===== src/hw/cachePkg.sv =====
package cachePkg;

	// Default widths. The top level passes ADDRESS_WIDTH down and it must match.
	localparam int ADDRESS_WIDTH_DEFAULT = 8;
	localparam int DATA_WIDTH_DEFAULT = 16;

	typedef logic [ADDRESS_WIDTH_DEFAULT-1:0] address_t;
	typedef logic [DATA_WIDTH_DEFAULT-1:0] data_t;

	// MSI line states.
	typedef enum logic [1:0] {
		Invalid,
		Shared,
		Modified
	} lineState_t;

	// Commands seen on the snooped bus.
	typedef enum logic [1:0] {
		BusRd,
		BusRdX,
		BusUpgr,
		BusWb
	} busCommand_t;

	typedef struct packed {
		address_t address;
		data_t dataOut;
		logic readEnabled;
		logic writeEnabled;
	} deviceRequest_t;

	typedef struct packed {
		data_t dataIn;
		logic functionComplete;
	} deviceResponse_t;

	typedef struct packed {
		logic valid;
		busCommand_t command;
		address_t address;
		data_t data;
	} busTransaction_t;

	// Memory side uses the same layout as the device side.
	typedef deviceRequest_t ramRequest_t;
	typedef deviceResponse_t ramResponse_t;

endpackage


===== src/hw/Ram.sv =====
`timescale 1ns/1ps

module Ram #(
	parameter int ADDRESS_WIDTH = 8,
	parameter int RAM_DELAY = 3
) (
	input logic clock,
	input logic rstN,
	input cachePkg::ramRequest_t request,
	output cachePkg::ramResponse_t response
);
	import cachePkg::*;

	localparam int WORDS = 2 ** ADDRESS_WIDTH;
	localparam int COUNT_WIDTH = $clog2(RAM_DELAY + 1);

	data_t memory [WORDS];
	data_t readData;
	logic [WORDS-1:0] written;
	logic [COUNT_WIDTH-1:0] count;
	logic complete, access, lastCycle;

	assign access = (request.readEnabled || request.writeEnabled) && !complete;
	assign lastCycle = access && (count == COUNT_WIDTH'(RAM_DELAY - 1));

	// Words never written read as zero.
	always_ff @(posedge clock) begin
		if (!rstN) begin
			count <= '0;
			complete <= 1'b0;
			written <= '0;
		end else begin
			complete <= lastCycle;
			if (lastCycle)
				count <= '0;
			else if (access)
				count <= count + 1'b1;
			if (lastCycle && request.writeEnabled)
				written[request.address] <= 1'b1;
		end
	end

	always_ff @(posedge clock) begin
		if (lastCycle && request.writeEnabled)
			memory[request.address] <= request.dataOut;
		if (lastCycle)
			readData <= written[request.address] ? memory[request.address] : '0;
	end

	assign response = '{dataIn: readData, functionComplete: complete};

endmodule


===== config.mk =====
export PLATFORM = sky130hd
export DESIGN_NAME = Ram
export DESIGN_NICKNAME = d
export VERILOG_FILES = /design/src/hw/cachePkg.sv /design/src/hw/Ram.sv
export SDC_FILE = /design/constraint.sdc
export NUM_CORES = 2
export LEC_CHECK = 0
export ABC_CLOCK_PERIOD_IN_PS = 10000
export BUFFER_PORTS_ARGS = -buffer_cell sky130_fd_sc_hd__clkbuf_2
export CORE_ASPECT_RATIO = 1.75
export CORE_MARGIN = 2
export CORE_UTILIZATION = 30
export DETAILED_ROUTE_END_ITERATION = 10
export PLACE_DENSITY = 0.53
export REMOVE_ABC_BUFFERS = 1
export SLEW_MARGIN = 30
export SYNTH_ARGS = -nofsm -noshare
export SYNTH_HDL_FRONTEND = slang
export SYNTH_SLANG_ARGS = --single-unit

===== constraint.sdc =====
create_clock -name clock -period 10 [get_ports clock]
set_input_delay 0 -clock clock [delete_from_list [all_inputs] [get_ports clock]]
set_output_delay 0 -clock clock [all_outputs]
set_load 0.005 [all_outputs]

-- Word level (Yosys, flattened, before mapping)
Memories as Yosys holds them, arrays and structs flattened. A register that Yosys moved wholly into a read port is not among the register bits.
Cells that the tools add are included.
- add/subtract/negate cells: 1
- order comparisons: 2
- equality and inequality tests: 1
- muxes and demuxes: 6
- bitwise operators: 2
- reduce and logical (&&, ||, !) cells: 8
- operator list (operator ; number):
    bitwise OR 256 bit ; 1
    < comparator 8 x 9 -> 1 bit (second input constant) ; 1
    binary-select mux 1 bit (select 8 bit) ; 1
    demux 1 bit (select 8 bit) ; 1
    >= comparator 8 x 1 -> 1 bit (second input constant) ; 1
    logical AND 1 bit ; 4
    two-way mux 1 bit ; 4
    adder 2 x 1 -> 2 bit (second input constant) ; 1
    == test 2 bit (second input constant) ; 1
    logical NOT 1 bit ; 2
    OR reduction 2 bit ; 1
    logical OR 1 bit ; 1
    NOT 1 bit ; 1
- register bits after elaboration: 259
- RAM bits: 4096
- input port bits: 28
- output and inout bits: 17
- word-level logic and storage cells: 24
- memories: 1
- memories (memory ; words ; bits a word ; read ports ; clocked after memory_dff ; wr ports ; line ; RTL):
    memory ; 256 ; 16 ; 1 ; 1 ; 1 ; Ram.sv:17 ; data_t memory [WORDS];

-- Longest topological paths before layout
- word-level depth: 6
- gate-level depth with buffers: 11
- gate-level depth less buffers: 8

-- Worst setup path before layout
No wires, ideal clock.
- kind: register to register
- from: reg count[0]
- to: mem memory[180][0] (netlist name) (enable)
- setup time: 0.390 ns
- data arrival time: 2.837 ns
- required time: 9.610 ns
- path slack: 6.773 ns
- stages on the path, launching flop included: 9
- path buffers: 1
- period minus slack after synthesis: 3.227 ns
- cell sequence: dfxtp_1 -> inv_1 -> ha_1 -> inv_1 -> nor2_1 -> and4_1 -> nand2_1 -> clkbuf_1 -> nor2_1
- word-level cells in the longest chain between the ends: 5
- ends and longest elaborated chain (element ; line ; RTL):
    start, declared ; Ram.sv:20 ; logic [COUNT_WIDTH-1:0] count;
    start signal, assigned ; Ram.sv:37 ; count <= count + 1'b1;
    == test 2 bit ; Ram.sv:24 ; assign lastCycle = access && (count == COUNT_WIDTH'(RAM_DELAY - 1));
    logical AND 1 bit ; Ram.sv:24 ;
    net lastCycle ; Ram.sv:21 ; logic complete, access, lastCycle;
    logical AND 1 bit ; Ram.sv:44 ; if (lastCycle && request.writeEnabled)
    two-way mux 1 bit ; Ram.sv:44 ;
    two-way mux 1 bit (implied by the code) ; Ram.sv:45 ; memory[request.address] <= request.dataOut;
    end, declared ; Ram.sv:17 ;
The timed path passes the listed nets, and every way through them passes these cells.

-- Worst setup path after layout
- from: in request[18] (netlist name)
- to: reg readData[13], read port of memory, data pin
- word-level cells in the longest chain between the ends: 3
- ends and longest elaborated chain (element ; line ; RTL):
    start, declared ; Ram.sv:9 ; input cachePkg::ramRequest_t request,
    binary-select mux 1 bit (select 8 bit) ; Ram.sv:47 ; readData <= written[request.address] ? memory[request.address] : '0;
    two-way mux 1 bit (implied by the code) ; Ram.sv:47 ;
    logical NOT 1 bit (no source line) ; -- ;
    end, declared ; Ram.sv:18 ; data_t readData;
Parallel ways exist; a longest one is shown, timed or not. The select of a mux whose other input is x is not followed.
A chain may end at the register's enable or synchronous reset.

==> flow_summary.json <==
{
  "setup_viol": 0,
  "multi_input_area_um2": 35100,
  "grt_first_pass_wirelength_um": 653000,
  "area_growth_pct": 14.6,
  "rr_startpoint": "complete",
  "worst_ep_arrival_time_ps": 5040,
  "synth_xor_xnor_area_share_pct": 0,
  "hold_start": "rstN",
  "clk_latency_ps": 980,
  "row_count": 360,
  "critical_path_class": "in2reg",
  "reg2reg_to": "memory[60][3]",
  "yosys.area_share.adder_pct": 0.00758,
  "tightest_slew_ps": 1270,
  "wl_per_cell_um": 30.4,
  "drt_pass1_iterations": 5,
  "slew_violations": 0,
  "slew_headroom_pct": 15.1,
  "drtIter0Drc": 7630,
  "initial_core_util_pct": 30.1,
  "ys.flop_type": "edfxtp_1",
  "final.setup.tns_ps": 0,
  "synth_cell_types": 30,
  "ir_drop_v": 0.000126,
  "final_core_util_pct": 34.5,
  "antenna_found_initial": 16,
  "dr_total_vias": 78535,
  "p_total_mw": 36.5,
  "drt-vias-per-instance": 5.13,
  "power_leakage_nw": 56.9,
  "required_ps": 10640,
  "postCtsSetupBuffers": 0,
  "grt_use_total_pct": 16.5,
  "regArea_um2": 129000,
  "fmax_mhz": 227,
  "power_density_nw_per_um2": 193,
  "hp-class": "in2reg",
  "dpl_cell_area_um2": 176000,
  "finalNonFillerCells": 15310,
  "cap_violations": 0,
  "die-area_um2": 556000,
  "synthesis.area_um2": 165000,
  "crit_path_end_kind": "flip-flop",
  "avgSynthCellArea_um2": 22.3,
  "yosys-mux-area-fraction_pct": 14.9,
  "io_buffers": 44,
  "place.gp.congestion": 0.817,
  "fin_skew_ps": 48.1,
  "r2r_setup_slack_ps": 5910,
  "dp_cells": 14609,
  "crit_path_max_fanout": 56,
  "fin_crit_sh_pct": 44.0,
  "ys_seq_area_share_pct": 78.0,
  "hold_ws_ps": 19.9,
  "finalHoldViolCount": 0,
  "synth-seq-cells": 4371,
  "synth_top_family_by_area": "multiplexers",
  "grt_max_degree": 149,
  "fin_ws_ps": 5600,
  "pre_cts_ws_ps": 4340,
  "io_pins": 45,
  "drive_gt1_share_pct": 28.2,
  "finalInstanceArea_um2": 189000,
  "synth_edf_count": 4112,
  "fp.coreArea_um2": 548000,
  "synthCells": 7404,
  "grt_pass1_vias": 83006,
  "outcome": "completed",
  "drc": 0,
  "async_reset_ff_share_pct": 0,
  "ctsResizeCount": 0,
  "cts_root_buffer": "clkbuf_16",
  "synth_compound_area_share_pct": 5.00,
  "clkTransAtPathRegs_ps": 70,
  "min_path_cells": 3,
  "nFillCells": 50362,
  "die_x_um": 565,
  "min_to": "written[32]",
  "cts_made_buffers": 359,
  "clockBufferDepth": 4,
  "wirelength_um": 466000,
  "rsz0062_at_grt": "false",
  "h-tree-depth": 5,
  "clock_sinks": 4371,
  "die_y_um": 985,
  "nNetsFinal": 7790,
  "cts_tree": "yes",
  "synth-simple-area-share_pct": 0.756,
  "rr_worst_depth": 9,
  "dp_hpwl_um": 281000,
  "antenna_left": 0,
  "cp-start-kind": "input port",
  "grt.overflow.total": 0,
  "fin_crit_ps": 4400,
  "layout_common_cells": "edfxtp_1 (4,112), mux4_2 (1,088), a22oi_1 (544)",
  "final_common_cell": "edfxtp_1",
  "ys.warnings.count": 0
}
-- how the worst max path moves through the flow --
stage / from / to / slack [ps] / cells past startpoint
3_5_place_dp: request[18] / readData[13] / 4340 / 10
3_3_place_gp: request[18] / readData[13] / 4000 / 10
2_1_floorplan: request[21] / memory[164][0] / -3700 / 3
5_1_grt: request[18] / readData[10] / 5340 / 11
6_report: request[18] / readData[13] / 5600 / 11
4_1_cts: request[18] / readData[13] / 5380 / 10
-- Yosys cell counts, types with 3 or more instances --
cell type | count | share of area [%]
dfxtp_1 | 259 | 3.1
o21a_1 | 256 | 1.2
nand3_1 | 4 | 0.012
nor2b_1 | 8 | 0.030
clkbuf_1 | 250 | 0.57
o41ai_2 | 16 | 0.16
a22oi_1 | 544 | 2.5
nor3_1 | 3 | 0.0091
a21oi_1 | 274 | 0.83
a41oi_1 | 16 | 0.085
buf_4 | 12 | 0.055
and2_1 | 3 | 0.011
edfxtp_1 | 4112 | 75
mux4_2 | 1088 | 15
nand2_1 | 29 | 0.066
buf_1 | 65 | 0.15
buf_6 | 47 | 0.32
nor2_1 | 260 | 0.59
buf_2 | 92 | 0.28
o41ai_1 | 52 | 0.28
-- cell type report --
class | count | share of cell area (%)
multi-input cells | 2563 | 18.6
clock inverters | 205 | 1.28
inverters | 2 | 0.00397
flip-flops and latches | 4371 | 68.1
diodes | 10 | 0.0132
clock buffers | 455 | 5.12
repair buffers | 464 | 2.18
well taps | 7240 | 4.79
-- cell families after synthesis --
group / after synthesis
AO/OA/AOI/OAI: 1159
adder cells (fa/ha/maj): 1
buffers and inverters: 470
flip-flops: 4371
multiplexers: 1088
AND/OR/NAND/NOR: 315
-- worst max-delay path: stages --
cell	delay, ps
buf_12	200
buf_16	410
buf_4	640
buf_4	610
mux4_2	580
a22oi_1	190
a21oi_1	110
o41ai_1	750
buf_4	310
and4_1	870
a41oi_1	130
-- report_power, final --
part | switching [mW] | internal, mW | total [mW]
Sequential | 0.00944 | 20.0 | 20.0
Combinational | 1.15 | 0.548 | 1.70
Clock | 6.68 | 8.09 | 14.8
-- per-layer routing --
metal	track usage [%]	part of all wire, %	wire (µm)
met1	18.8	36	168000
met2	30.2	53	249000
met3	1.63	4.4	20500
met4	8.86	6.1	28600
met5	0	0.0090	42
-- flip-flops by register name, indices dropped and copies added (netlist names) --
register,flops
written,256
count,2
complete,1
readData,16
memory,4096
-- timing repair --
action | CTS | global route
endpoints found under the setup margin | 0 | 0
hold buffers | 23 | 0
hold endpoints to repair | 1932 | 0
Note: power is estimated with default switching activity, not from simulation.
